--- src/tl_pkg.sv ---
package tl_pkg;

	localparam int data_w = 32;
	localparam int mask_w = data_w / 8;
	localparam int addr_w = 32;
	localparam int source_w = 4;
	localparam int size_w = 4;

	localparam int beat_bytes = 4;
	localparam int byte_off_w = $clog2(beat_bytes);

	// Largest legal transfers, as log2 of bytes
	localparam int max_get_size = 4;
	localparam int max_put_size = byte_off_w;

	// log2 of the beat count of the longest encodable burst
	localparam int beat_cnt_w = 2 ** size_w - 1 - byte_off_w;

	localparam logic [addr_w-1:0] dtim_base = 32'h8000_0000;
	localparam int dtim_words = 256;
	localparam int dtim_idx_w = $clog2(dtim_words);

	typedef enum logic [2:0] {
		put_full = 3'd0,
		put_partial = 3'd1,
		arithmetic = 3'd2,
		logical = 3'd3,
		get = 3'd4,
		intent = 3'd5
	} a_opcode_e;

	typedef enum logic [2:0] {
		access_ack = 3'd0,
		access_ack_data = 3'd1
	} d_opcode_e;

	typedef struct packed {
		logic [addr_w-1:0] base;
		logic [addr_w-1:0] limit; // Exclusive
		logic r;
		logic w;
	} region_t;

	localparam int num_regions = 7;
	localparam int dtim_region = 6;

	localparam region_t region_table [num_regions] = '{
		'{32'h0000_0000, 32'h0000_1000, 1'b1, 1'b1}, // debug
		'{32'h0000_3000, 32'h0000_4000, 1'b1, 1'b1}, // error device
		'{32'h0001_0000, 32'h0002_0000, 1'b1, 1'b0}, // rom
		'{32'h0200_0000, 32'h0201_0000, 1'b1, 1'b1}, // clint
		'{32'h0c00_0000, 32'h1000_0000, 1'b1, 1'b1}, // plic
		'{32'h6000_0000, 32'h8000_0000, 1'b1, 1'b1}, // mmio
		'{dtim_base, dtim_base + dtim_words * beat_bytes, 1'b1, 1'b1}
	};

	typedef struct packed {
		a_opcode_e opcode;
		logic [size_w-1:0] size;
		logic [source_w-1:0] source;
		logic [addr_w-1:0] address;
		logic [mask_w-1:0] mask;
		logic [data_w-1:0] data;
	} tl_a_req_t;

	typedef struct packed {
		d_opcode_e opcode;
		logic [size_w-1:0] size;
		logic [source_w-1:0] source;
		logic [data_w-1:0] data;
		logic error;
	} tl_d_beat_t;

endpackage

--- src/pma_check.sv ---
module pma_check (
	input logic [tl_pkg::addr_w-1:0] address,
	input logic [tl_pkg::size_w-1:0] size,
	input tl_pkg::a_opcode_e opcode,
	output logic permitted,
	output logic in_dtim
);
	import tl_pkg::*;

	logic [addr_w-1:0] size_mask;
	logic [addr_w-1:0] first_byte, last_byte;
	int first_region, last_region;
	logic same_region;
	logic can_read, can_write;
	logic aligned, is_put;

	// Index of the region holding addr, num_regions when unmapped
	function automatic int region_of(input logic [addr_w-1:0] addr);
		int hit;
		hit = num_regions;
		for (int i = 0; i < num_regions; i++) begin
			if (addr >= region_table[i].base && addr < region_table[i].limit)
				hit = i;
		end
		return hit;
	endfunction

	assign size_mask = (addr_w'(1) << size) - 1'b1;
	assign first_byte = address;
	assign last_byte = address + size_mask;

	assign first_region = region_of(first_byte);
	assign last_region = region_of(last_byte);

	// Both ends must land in one region
	assign same_region = first_region == last_region && first_region < num_regions;

	always_comb begin
		can_read = 1'b0;
		can_write = 1'b0;
		if (same_region) begin
			can_read = region_table[first_region].r;
			can_write = region_table[first_region].w;
		end
	end

	assign aligned = (address & size_mask) == '0;
	assign is_put = opcode == put_full || opcode == put_partial;

	always_comb begin
		permitted = 1'b0;
		if (aligned && size <= max_get_size) begin
			if (opcode == get)
				permitted = can_read;
			else if (is_put)
				permitted = can_write && size <= max_put_size; // No multi-beat puts
		end
	end

	assign in_dtim = same_region && first_region == dtim_region;

endmodule

--- config.mk ---
export PLATFORM = sky130hd
export DESIGN_NAME = pma_check
export DESIGN_NICKNAME = d
export VERILOG_FILES = /design/src/tl_pkg.sv /design/src/pma_check.sv
export SDC_FILE = /design/constraint.sdc
export NUM_CORES = 1
export LEC_CHECK = 0
export BUFFER_PORTS_ARGS = -buffer_cell sky130_fd_sc_hd__buf_2
export CORE_MARGIN = 10
export CORE_UTILIZATION = 56
export DETAILED_ROUTE_END_ITERATION = 12
export MAX_ROUTING_LAYER = met4
export PLACE_DENSITY = 0.82
export SYNTH_ARGS = -nofsm -noshare
export SYNTH_HDL_FRONTEND = slang
export SYNTH_SLANG_ARGS = --single-unit
export TNS_END_PERCENT = 30
--- constraint.sdc ---
create_clock -name vclk -period 6.4
set_input_delay 0.96 -clock vclk [all_inputs]
set_output_delay 0.96 -clock vclk [all_outputs]
set_load 0.05 [all_outputs]
Word-level counts from Yosys, hierarchy flattened

Memories as Yosys holds them, arrays and structs flattened.
Cells that the tools add are included.

$lt $le $gt $ge: 32
Bitwise gates (word level): 2
Muxes and demuxes: 21
Shift operators: 1
Eq/ne operators: 4
$add $sub $neg: 2
Reductions and logical operators: 21

Operators by type and width:

| operator              | count |
|---|---|
| $mux 32               | 12 |
| $lt 32x32->1 const B  | 4 |
| $ge 32x1->1 const B   | 2 |
| $ge 32x14->1 const B  | 2 |
| $ge 32x17->1 const B  | 2 |
| $ge 32x26->1 const B  | 2 |
| $ge 32x28->1 const B  | 2 |
| $ge 32x31->1 const B  | 2 |
| $ge 32x32->1 const B  | 2 |
| $lt 32x13->1 const B  | 2 |
| $lt 32x15->1 const B  | 2 |
| $lt 32x18->1 const B  | 2 |
| $lt 32x26->1 const B  | 2 |
| $lt 32x29->1 const B  | 2 |
| $add 32x32->32        | 1 |
| $and 32x32->32        | 1 |
| $eq 32x32->1          | 1 |
| $eq 32x4->1 const B   | 1 |
| $ge 32x4->1 const B   | 1 |
| $logic_not 32->1      | 1 |
| $lt 32x4->1 const B   | 1 |
| $not 32->32           | 1 |
| $shl 1x4->32 const A  | 1 |
| $sub 32x1->32 const B | 1 |
| other kinds (10)      | 33 |

Memory bits (read-only): 528
Word-level logic and storage cells: 84
Memories kept: 1
Output and inout bits: 2
Register bits after elaboration: 0

Memories:

| memory           | depth | width | rd ports | clocked after Yosys merged registers in | write ports | line            | source |
|---|---|---|---|---|---|---|---|
| (name not given) | 8     | 66    | 1        | 0                                       | 0           | pma_check.sv:43 | `can_write = region_table[first_region].w;` |

Logic depth before layout (Yosys ltp)

Depth after elaboration: 19
Gate-level depth with buffers: 22
Mapped depth without buffers: 20

Least setup slack after synthesis

Ideal clock, no wire load.

Path kind: input to output
From: input size[0] (netlist name)
To: output permitted
Stages: 22
Arrival time: 6.006 ns
Required time: 5.440 ns
Path slack: -0.566 ns
Cell sequence: clkbuf_1 -> inv_1 -> or3_1 -> ha_1 -> nor4b_4 -> buf_6 -> buf_2 -> a21oi_1 -> a31oi_1 -> ha_1 -> clkbuf_1 -> nand3_1 -> nand2_1 -> maj3_1 -> a31oi_1 -> xor2_1 -> or4b_1 -> or4_4 -> nor3_2 -> nand3_2 -> o32a_1 -> a211oi_2

Cells in the longest elaborated chain, start to end: 19
Elaborated cells on any way between the ends: 44

RTL lines:

| element                                     | line            | source |
|---|---|---|
| from (decl)                                 | pma_check.sv:3  | `input logic [tl_pkg::size_w-1:0] size,` |
| $shl 1x4->32                                | pma_check.sv:28 | `assign size_mask = (addr_w'(1) << size) - 1'b1;` |
| $sub 32x1->32                               | pma_check.sv:28 |  |
| $add 32x32->32                              | pma_check.sv:30 | `assign last_byte = address + size_mask;` |
| $ge 32x1->1 or $lt 32x13->1 (tied branches) | pma_check.sv:22 | `if (addr >= region_table[i].base && addr < region_table[i].limit)` |
| $logic_and 1x1->1                           | pma_check.sv:22 |  |
| $mux 3                                      | pma_check.sv:22 |  |
| $mux 32 (6 in a row)                        | pma_check.sv:22 |  |
| $eq 32x32->1                                | pma_check.sv:36 | `assign same_region = first_region == last_region && first_region < num_regions;` |
| $logic_and 1x1->1                           | pma_check.sv:36 |  |
| $mux 1                                      | pma_check.sv:41 | `if (same_region) begin` |
| $logic_and 1x1->1                           | pma_check.sv:56 | `permitted = can_write && size <= max_put_size;` |
| $mux 1                                      | pma_check.sv:55 | `else if (is_put)` |
| $mux 1                                      | pma_check.sv:53 | `if (opcode == get)` |
| $mux 1 (*)                                  | pma_check.sv:52 | `if (aligned && size <= max_get_size) begin` |
| to (decl)                                   | pma_check.sv:5  | `output logic permitted,` |

Mark *: on every way between the ends. The rest lies on a longest branch, timed or not.

Worst setup path after layout

From: input size[2] (netlist name)
To: output permitted

The elaborated chain is that of the path after synthesis.

==> results.json <==
{
  "grt_pass1_wl_mm": 18.3,
  "vias_per_cell": 6.76,
  "crit_slowest_cell": "nor4_1",
  "setup-violations-final": 2,
  "vdd_drop_max_uv": 67.0,
  "drt_pass1_iterations": 5,
  "critical-path-top-delay-family": "compound AO/OA/AOI/OAI gates",
  "grt_max_degree": 21,
  "synth_top_area_share_pct": 14.2,
  "ctsHoldBuffers": 0,
  "worst_pin_slew_ns": 0.690,
  "slowest_delay_ns": 0.43,
  "maxCapViolations": 0,
  "initial_core_util_pct": 58.5,
  "port_buffers": 41,
  "fin_util_pct": 77.3,
  "fin_cells": 574,
  "num-fill-cells": 377,
  "wl_per_cell_um": 19.8,
  "crit_cells": 21,
  "yosysWarnings": 0,
  "postPlaceCellArea_um2": 3570,
  "synth_area_per_cell_um2": 6.81,
  "whs_ns": 2.52,
  "fin_crit_ns": 6.67,
  "worstPathRequired_ns": 5.44,
  "syn_area_um2": 2820,
  "antenna_found_initial": 0,
  "globalRouteTotalUtil_pct": 26.0,
  "path_cells": "buf_8, nor2_4, inv_2, or3_4, ha_4, buf_4, o21ai_0, o21ai_0, ha_1, o211ai_1, o21ai_1, a31oi_1, o221ai_1, a31oi_1, a311o_1, nor4_1, and2_1, nand3_2, o32a_1, a211oi_4, buf_6",
  "fin_ws_ns": -0.270,
  "fin_nets": 581,
  "overflow": 0,
  "drcViolationCount": 0,
  "cp-start-kind": "primary input",
  "yosysMostFrequentCell": "nand2_1",
  "io_pins": 41,
  "worst_ep_arrival_time_ns": 5.71,
  "yosysSeqAreaShare_pct": 0,
  "die_area_um2": 8270,
  "die_x_um": 91.0,
  "drive_above_1_share_pct": 29.4,
  "critical_path_class": "in -> out",
  "synth_common_cells": "41 x nand2_1, 37 x a21oi_1, 32 x ha_1, 30 x nor2_1, 17 x nor4_1",
  "p_leak_nw": 1.64,
  "drtIter0Drc": 398,
  "nClkBuffers": 0,
  "core_um2": 4820,
  "row_count": 25,
  "fin_area_um2": 3720,
  "ant_nets": 0,
  "ff_latch_area_um2": 0,
  "synth_largest_area_cell": "ha_1",
  "route.vias.total": 3880,
  "syn_to_final_growth_pct": 32.1,
  "end_kind": "output pin",
  "powerDensity_nw_per_um2": 96.4,
  "max_freq_mhz": 150,
  "slew_headroom_pct": 53.8,
  "synthTopCellsByArea": "ha_1 14%, a21oi_1 6.6%, nand2_1 5.5%",
  "dpl.cell_count": 567,
  "antennaDiodeCount": 0,
  "violations": "setup timing",
  "hold_violations": 0,
  "dpl.hpwl_mm": 8.94,
  "status": "finished with violations",
  "finalWirelength_mm": 11.4,
  "syn_inst": 414,
  "drv_slew": 0,
  "crit_buf_inv": 4,
  "worstPathMaxFanout": 9,
  "grt_pass1_vias": 3681,
  "hold_depth": 6,
  "fin_crit_sh_pct": 104,
  "hold_path.class": "in -> out",
  "finalSetupTns_ns": -0.449,
  "gp_congestion": 0.987,
  "die_y_um": 91.0,
  "n_sequential_cell": 0,
  "synth_cell_types": 70,
  "grt_setup_unrepaired": "yes"
}
-- cell type report --
type               count  area, um2  share of cell area, %
well taps             67       83.8                   2.25
multi-input cells    386       2840                   76.4
repair buffers       110        756                   20.3
inverters             11       41.3                   1.11
-- worst min-delay path, delay by kind of cell --
kind | cells | cell delay, ns
buffers and inverters | 2 | 0.23
AOI/OAI and AO/OA | 1 | 0.06
and+or+nand+nor | 3 | 0.31
-- what timing repair did --
item | in CTS | in global routing
gates resized for setup | 14 | 11
setup buffers | 4 | 3
pin swaps | 15 | 9
setup endpoints to repair | 2 | 2
-- cells by family after synthesis --
group | after synthesis | share of synthesized area [%]
XOR/XNOR | 24 | 8.78
adder cells (fa/ha/maj) | 40 | 17.4
multiplexers | 3 | 1.11
AND/OR/NAND/NOR | 178 | 34.6
AO/OA/AOI/OAI | 134 | 32.7
other | 1 | 0.133
buffers and inverters | 34 | 5.28
-- layout by cell type, fill, tap and decap left out, types with 10 or more instances in the layout --
master	count
o21ai_0	14
a21o_1	12
ha_1	29
buf_4	68
nor3_1	13
nor4_1	17
nand2_1	41
xnor2_1	13
o211ai_1	10
and3_1	10
a21oi_1	34
buf_2	37
nor2_1	28
-- per-layer routing --
metal / share of wire, % / global-route usage, % / vias up
li1: - / - / 1786
met3: 11 / 4.03 / 44
met2: 45 / 42.7 / 259
met4: 3.3 / 4.44 / 0
met1: 41 / 33.2 / 1791
met5: 0 / - / -
-- stage by stage --
stage | total power, mW | setup slack, ns
6_report | 0.359 | -0.270
3_5_place_dp | 0.328 | -0.383
2_1_floorplan | 0.216 | -0.0126
4_1_cts | 0.336 | -0.191
3_3_place_gp | 0.323 | -0.243
5_1_grt | 0.385 | -0.410
-- path summary, 6_finish.rpt --
path                  startpoint        end  slack, ns
worst max-delay path     size[2]  permitted      -0.27
worst min-delay path   opcode[1]  permitted       2.52
-- power by group --
part / switching [mW] / internal (mW)
Combinational: 0.204 / 0.155
Sequential: 0 / 0
Clock: 0 / 0
Total: 0.204 / 0.155
No activity file was read; power rests on OpenSTA's default activity.
