`src/tl_skid.sv`:
```
module tl_skid #(
	parameter type payload_t = logic
) (
	input logic clock,
	input logic reset,

	input logic in_valid,
	output logic in_ready,
	input payload_t in_data,

	output logic out_valid,
	input logic out_ready,
	output payload_t out_data
);
	logic main_valid, skid_valid;
	logic main_valid_n, skid_valid_n;
	logic in_fire, main_load;
	payload_t main_data, skid_data;

	assign in_fire = in_valid && in_ready;
	assign main_load = !main_valid || out_ready; // Main empty or draining now

	always_comb begin
		main_valid_n = main_valid;
		skid_valid_n = skid_valid;
		if (main_load) begin
			main_valid_n = skid_valid || in_fire;
			skid_valid_n = 1'b0;
		end else if (in_fire) begin
			skid_valid_n = 1'b1; // Main stalled, park the new item
		end
	end

	always_ff @(posedge clock) begin
		if (reset) begin
			main_valid <= 1'b0;
			skid_valid <= 1'b0;
			in_ready <= 1'b0;
		end else begin
			main_valid <= main_valid_n;
			skid_valid <= skid_valid_n;
			in_ready <= !skid_valid_n;
		end
	end

	always_ff @(posedge clock) begin
		if (main_load)
			main_data <= skid_valid ? skid_data : in_data;
		if (in_fire)
			skid_data <= in_data;
	end

	assign out_valid = main_valid;
	assign out_data = main_data;

endmodule

```
`config.mk`:
```
export PLATFORM = sky130hd
export DESIGN_NAME = tl_skid
export DESIGN_NICKNAME = d
export VERILOG_FILES = /design/src/tl_skid.sv
export SDC_FILE = /design/constraint.sdc
export NUM_CORES = 1
export LEC_CHECK = 0
export ABC_CLOCK_PERIOD_IN_PS = 1110
export BUFFER_PORTS_ARGS = -buffer_cell sky130_fd_sc_hd__buf_2
export CAP_MARGIN = 10
export CORE_AREA = 2 2 39 41
export CTS_CLUSTER_SIZE = 28
export DETAILED_ROUTE_END_ITERATION = 8
export DIE_AREA = 0 0 41 43
export PLACE_DENSITY = 0.42
export SLEW_MARGIN = 20
export SYNTH_ARGS = -nofsm -noshare
export SYNTH_HDL_FRONTEND = slang
export SYNTH_SLANG_ARGS = --single-unit
```
`constraint.sdc`:
```
create_clock -name clock -period 1.11 [get_ports clock]
set_clock_uncertainty 0.2 [all_clocks]
set_input_delay 0.111 -clock clock [delete_from_list [all_inputs] [get_ports clock]]
set_output_delay 0.111 -clock clock [all_outputs]
set_load 0.01 [all_outputs]
```
Word level (Yosys, flattened, before mapping)
Index checks and enable logic that the tools add are counted.

cells by class
  multiplexer cells = 3
  reductions and logical operators = 5

operators by type and width
  cell               count
  $mux 1             3
  $logic_not 1->1    2
  $logic_or 1x1->1   2
  $logic_and 1x1->1  1

word-level totals
  flip-flop bits (word level) = 5
  output and inout port bits = 3
  word-level logic and storage cells = 13

Longest topological paths before layout
Gate-level depths: netlist (run 1).

  depth in word-level cells = 4
  mapped depth = 2
  gate-level depth less buffers = 2

Worst setup path before layout (run 1)
OpenSTA, ideal clock, no wires.

  path kind = register to register
  start = register skid_valid
  end = register main_data (netlist: out_data) (data pin)
  required time = 0.650 ns
  data arrival time = 0.629 ns
  clock period less this slack = 1.089 ns
  cell stages (with the launch flop) = 2
  setup slack = 0.021 ns
  path through = dfxtp_1 -> mux2_4

between the ends
  word-level cells in the longest chain between the ends = 1

RTL lines
  what                    RTL line  source
  start, declared         15        logic main_valid, skid_valid;
  start signal, assigned  41        skid_valid <= skid_valid_n;
  $mux 1                  48        main_data <= skid_valid ? skid_data : in_data;
  end signal, assigned    48
  end, declared           18        payload_t main_data, skid_data;

No other way between the ends.
A chain may end at the register's enable or synchronous reset.

Worst setup path in the final report (run 1)
Same ends and word-level chain as after synthesis.

==> out/results.txt, run 1 <==
Grt ovf: 0
Worst Path Max Fanout: 2
Cell family with most CP delay: flip-flops
Sw frac: 21.90%
Wire length on met2: 147 um
RePlAce Congestion: 0.4722
Die Height: 43 um
Initial DRC count: 0
Multi-input logic area: 70.07 um^2
Crit path DAT: 880 ps
Diodes inserted: 0
Final worst-path cycle share: 98.22%
Leak pwr: 0.0001246 uW
H-tree depth: 1
Max Buffers Root-to-Sink: 2
Slowest CP cell: dfxtp_1
Reg2Reg Setup Slack: 20 ps
PD cells: 1589 nW/um^2
Final ANT Viol Nets: 0
Fillers: 153
Crit Reg-Reg Endpoint: out_data
Tightest Hold Check Type: in -> reg
Chip width: 41 um
Syn_nets: 17
Register Area: 121.4 um^2
Setup Buffers After CTS: 0
Yosys reg bits: 5
Buf+Inv Stages, Crit Path: 0
Status: finished, violations left
Min-Delay Endpoint: skid_data
Unrepaired setup endpoints after global routing: false
Hold WS: -131.3 ps
CP max stage delay: 340 ps
Clk sinks: 5
Via Count: 147
Layout Utilization: 20.98%
Synthesized area per cell: 15.85 um^2
First-pass GRT wire length: 586 um
Routed WL: 386 um
Clk_lat worst skew: 240 ps
Fin nets: 31
Max cap viols: 0
Fmax: 917.3 MHz
Final Critical Period: 1090 ps
Hold-fix buffers, CTS: 1
Routed wire length per instance: 9.415 um
Vias per cell: 3.585
Drt pass-1 iters: 1
Pin count of the biggest net entering global routing: 5
Number of global-route vias before repair: 138
Sequential area share after synthesis: 63.16%
Seq pwr share: 44.9%
Critical Path Start: skid_valid
Post-Syn Area: 190.2 um^2
Initial antenna violation count: 0
DR top layer: met3
Commonest cells after routing, fill and taps aside: buf_2, clkbuf_4, dfxtp_1, edfxtp_1
Critical-path cell list: mux2_4
Worst-path clk slew: 40 ps
Critical path class: reg -> reg
TritonCTS clock tree: built
Core area: 1384 um^2
Worst path required time: 900 ps
Total CTS buffers: 3
I/O pin count: 8
Die area: 1763 um^2
Gate Count Post-Synth: 12
M1 wire length: 166 um
Final Hold Vio Count: 5
Final TNS setup: 0 ps
Worst setup EP type: flip-flop
RR Startpoint: skid_valid
Hold_sp: in_data
YS warnings: 0
Reg2Reg Depth: 1
Combinational Power Share: 8.5%
Violated checks: hold timing
Drt drc: 0
FP Rows: 14
Starting Density: 13.74%
Actual slew at the worst max-slew pin: 172.6 ps
Startpoint Class: flip-flop
Area added between synthesis and finish: 52.63%
Clk pwr share: 46.6%
Max Slew Vio Count: 0
Switch Pwr: 101.0 uW
Distinct cell type count after synthesis: 9
Max_slew headroom: 88.50%
Layout cells sized above 1: 68.00%
Worst hold stages: 1
Int Pwr: 360.2 uW
Final setup fails: 0
DR WL met3: 72 um
CTS root buffer: clkbuf_4
Peak supply drop: 0.5036 mV
Global-route usage over all layers: 5.942%
Port buffer count: 7
Commonest non-fill, non-tap cell in the layout: buf_2
## cells in the mapped netlist
library cell | count | area (um^2)
a21oi_1 | 1 | 5.000
a21oi_2 | 1 | 8.760
edfxtp_1 | 2 | 60.06
mux2_4 | 1 | 15.01
nand2b_4 | 1 | 13.76
dfxtp_1 | 3 | 60.06
nor3_2 | 1 | 10.01
and2_2 | 1 | 7.510
o21ba_1 | 1 | 10.01
## cell families after synthesis
group,count (synthesis),synth area share [%]
compound gates,3,12.50
flops,5,63.16
mux,1,7.892
simple gates,3,16.45
## final cells by class
| class | count | area share (%) |
|---|---|---|
| sequential | 5 | 41.81 |
| multi-input combinational | 7 | 24.14 |
| timing repair buffer | 9 | 18.10 |
| clock buffer | 4 | 9.052 |
| tap | 16 | 6.897 |
## metrics by stage
step	hold slack [ps]	power [uW]	instances	cell area, um^2	worst slack, ps
finish	-131.3	461.2	41	290.3	19.80
detailed placement	108.9	246.5	36	252.7	26.22
floorplan	-19.93	227.6	12	190.2	20.82
CTS	-146.9	473.6	41	289.0	5.651
global placement	102.4	244.5	36	252.7	36.81
global route	-146.2	494.0	41	290.3	5.267
## flip-flops by register name (all words and copies together) (netlist names)
name,count
in_ready,1
out_data,1
out_valid,1
skid_data,1
skid_valid,1
## routing by layer
metal	track usage, %	vias up
li1	-	68
met4	2.000	0
met3	9.424	0
met1	6.818	67
met2	5.313	12
met5	0	-
## power groups by stage
stage	clock network, uW	logic, uW	registers [uW]
global route	243	43.6	208
finish	215	39.0	207
global placement	0	35.3	209
detailed placement	0	36.6	210
floorplan	0	15.0	213
CTS	228	39.3	206
## worst max path at each step
stage                     slack, ps         to  cells after the start
final                            20   out_data                      1
after global routing              5   out_data                      1
after CTS                         6  out_valid                      1
after detailed placement         30   out_data                      1
after global placement           40   out_data                      1
after floorplan                  20   out_data                      1
## repair_timing
item / in CTS / in global routing
setup endpoints to repair: 0 / 1
hold endpoints to repair: 6 / 4
gates resized for setup: 0 / 1
Note: power is estimated with default switching activity, not from simulation.
==> run 2: changes to the inputs <==
--- a/config.mk
+++ b/config.mk
@@ -6,13 +6,14 @@
 export NUM_CORES = 1
 export LEC_CHECK = 0
 export ABC_CLOCK_PERIOD_IN_PS = 1110
-export BUFFER_PORTS_ARGS = -buffer_cell sky130_fd_sc_hd__buf_2
 export CAP_MARGIN = 10
 export CORE_AREA = 2 2 39 41
 export CTS_CLUSTER_SIZE = 28
 export DETAILED_ROUTE_END_ITERATION = 8
 export DIE_AREA = 0 0 41 43
-export PLACE_DENSITY = 0.42
+export DONT_BUFFER_PORTS = 1
+export PLACE_DENSITY = 0.36
+export RECOVER_POWER = 50
 export SLEW_MARGIN = 20
 export SYNTH_ARGS = -nofsm -noshare
 export SYNTH_HDL_FRONTEND = slang
==> run 2 against run 1 <==
Effect of this change: the run still ends with hold timing left; worst hold slack worse by 110 ps; fmax up 1.2%; utilization unchanged; routed wire length down 6.2%; die area unchanged; non-clock buffer count down 3; power down 0.97%; largest cell class unchanged; highest routed layer is now met4.
==> out/results.txt, run 2 (synthesized netlist as in run 1, its figures left out) <==
Die area: 1763 um^2 (unchanged)
Fillers: 152 (-0.65%)
Fmax: 928.6 MHz (+1.2%)
Die Height: 43 um (unchanged)
Hold WS: -236.3 ps (-105.1 ps)
Critical Path Start: in_valid
Unrepaired setup endpoints after global routing: false
CP max stage delay: 570 ps (+230 ps)
Number of global-route vias before repair: 136 (-1.4%)
Final Non-Filler Cells: 38 (-7.3%)
Commonest cells after routing, fill and taps aside: clkbuf_4, dlygate4sd3_1, buf_4
Tightest Hold Check Type: in -> reg
Cell family with most CP delay: buffers and inverters
Vias per cell: 3.553 (-0.91%)
Max Buffers Root-to-Sink: 2 (unchanged)
Core area: 1384 um^2 (unchanged)
Max cap viols: 0 (unchanged)
Area added between synthesis and finish: 52.63% (unchanged)
Initial DRC count: 1 (+1)
Worst setup EP type: flip-flop
Diodes inserted: 0 (unchanged)
Drt drc: 0 (unchanged)
Placed insts: 31 (-14%)
Crit path DAT: 880 ps (about the same)
Critical-path cell list: dlygate4sd3_1 > and2_2
Startpoint Class: input pin
Fin nets: 28 (-9.7%)
Hold-fix buffers, CTS: 3 (+2)
Multi-input logic area: 70.07 um^2 (unchanged)
I/O pin count: 8 (unchanged)
Critical path class: in -> reg
Buf+Inv Stages, Crit Path: 1 (+1)
Final worst-path cycle share: 97.02% (-1.2 points)
Final Critical Period: 1077 ps (-13.30 ps)
Clk_lat worst skew: 240 ps (about the same)
H-tree depth: 1 (unchanged)
FP Rows: 14 (unchanged)
Total CTS buffers: 3 (unchanged)
Starting Density: 13.74% (unchanged)
Final ANT Viol Nets: 0 (unchanged)
Peak supply drop: 0.2969 mV (-41%)
Violated checks: hold timing
Grt ovf: 0 (unchanged)
Routed WL: 362 um (-6.2%)
Worst Path Max Fanout: 2 (unchanged)
Via Count: 135 (-8.2%)
Routed wire length per instance: 9.526 um (+1.2%)
Leak pwr: 0.0001144 uW (-8.1%)
Worst-path clk slew: 40 ps (about the same)
RePlAce Congestion: 0.5515 (+17%)
Max_slew headroom: 88.00% (-0.49 points)
Max Slew Vio Count: 0 (unchanged)
Register Area: 121.4 um^2 (unchanged)
CTS root buffer: clkbuf_4
TritonCTS clock tree: built
Actual slew at the worst max-slew pin: 179.9 ps (+7.372 ps)
Initial antenna violation count: 0 (unchanged)
Status: finished, violations left
Final TNS setup: 0 ps (unchanged)
Final Hold Vio Count: 2 (-3)
Layout cells sized above 1: 54.55% (-13 points)
DP Worst Slack: 18.86 ps (-7.357 ps)
Clk sinks: 5 (unchanged)
Global-route usage over all layers: 5.343% (-0.60 points)
PD cells: 1573 nW/um^2 (-0.97%)
RR Startpoint: skid_valid
First-pass GRT wire length: 517 um (-12%)
Chip width: 41 um (unchanged)
Hold_sp: in_data
Worst path required time: 920 ps (+20 ps)
Port buffer count: 0 (-7)
Drt pass-1 iters: 2 (+1)
Final setup fails: 0 (unchanged)
Slowest CP cell: dlygate4sd3_1
Setup ws final: 33.10 ps (+13.30 ps)
Pin count of the biggest net entering global routing: 5 (unchanged)
==> run 2: layer usage <==
layer  part of all wire [%]  track usage (%)
met5                      0                0
met4                    6.4            8.000
met3                     15            5.236
met2                     38            5.000
met1                     41            4.886
==> run 2: final timing paths <==
path,to,slack (ps),cells after the start
max,skid_data,30,2
min,skid_data,-240,0
max reg2reg,out_data,40,1
min reg2reg,skid_valid,310,2
==> run 2: area by class of cell <==
class / count / area share (%)
clock buffer: 4 / 9.052
sequential: 5 / 41.81
tap: 16 / 6.897
multi-input combinational: 7 / 24.14
timing repair buffer: 6 / 18.10
==> run 2: through the flow <==
step	power, uW	area (um^2)	utilization, %
4_1_cts	462.5	289.0	20.89
6_report	456.7	290.3	20.98
3_3_place_gp	235.9	232.7	16.82
3_5_place_dp	237.1	232.7	16.82
5_1_grt	475.3	290.3	20.98
2_1_floorplan	227.6	190.2	-
==> run 2: repair_timing <==
action | in CTS | in global routing
gates resized for setup | 0 | 1
endpoints found under the hold margin | 7 | 2
setup endpoints to repair | 0 | 1
buffers inserted | 0 | 0
==> run 2: where the power goes <==
| part | switching (uW) | total [uW] | internal [uW] |
|---|---|---|---|
| clock | 76.4 | 212 | 136 |
| combinational | 13.1 | 35.9 | 22.8 |
| sequential | 7.06 | 208 | 201 |
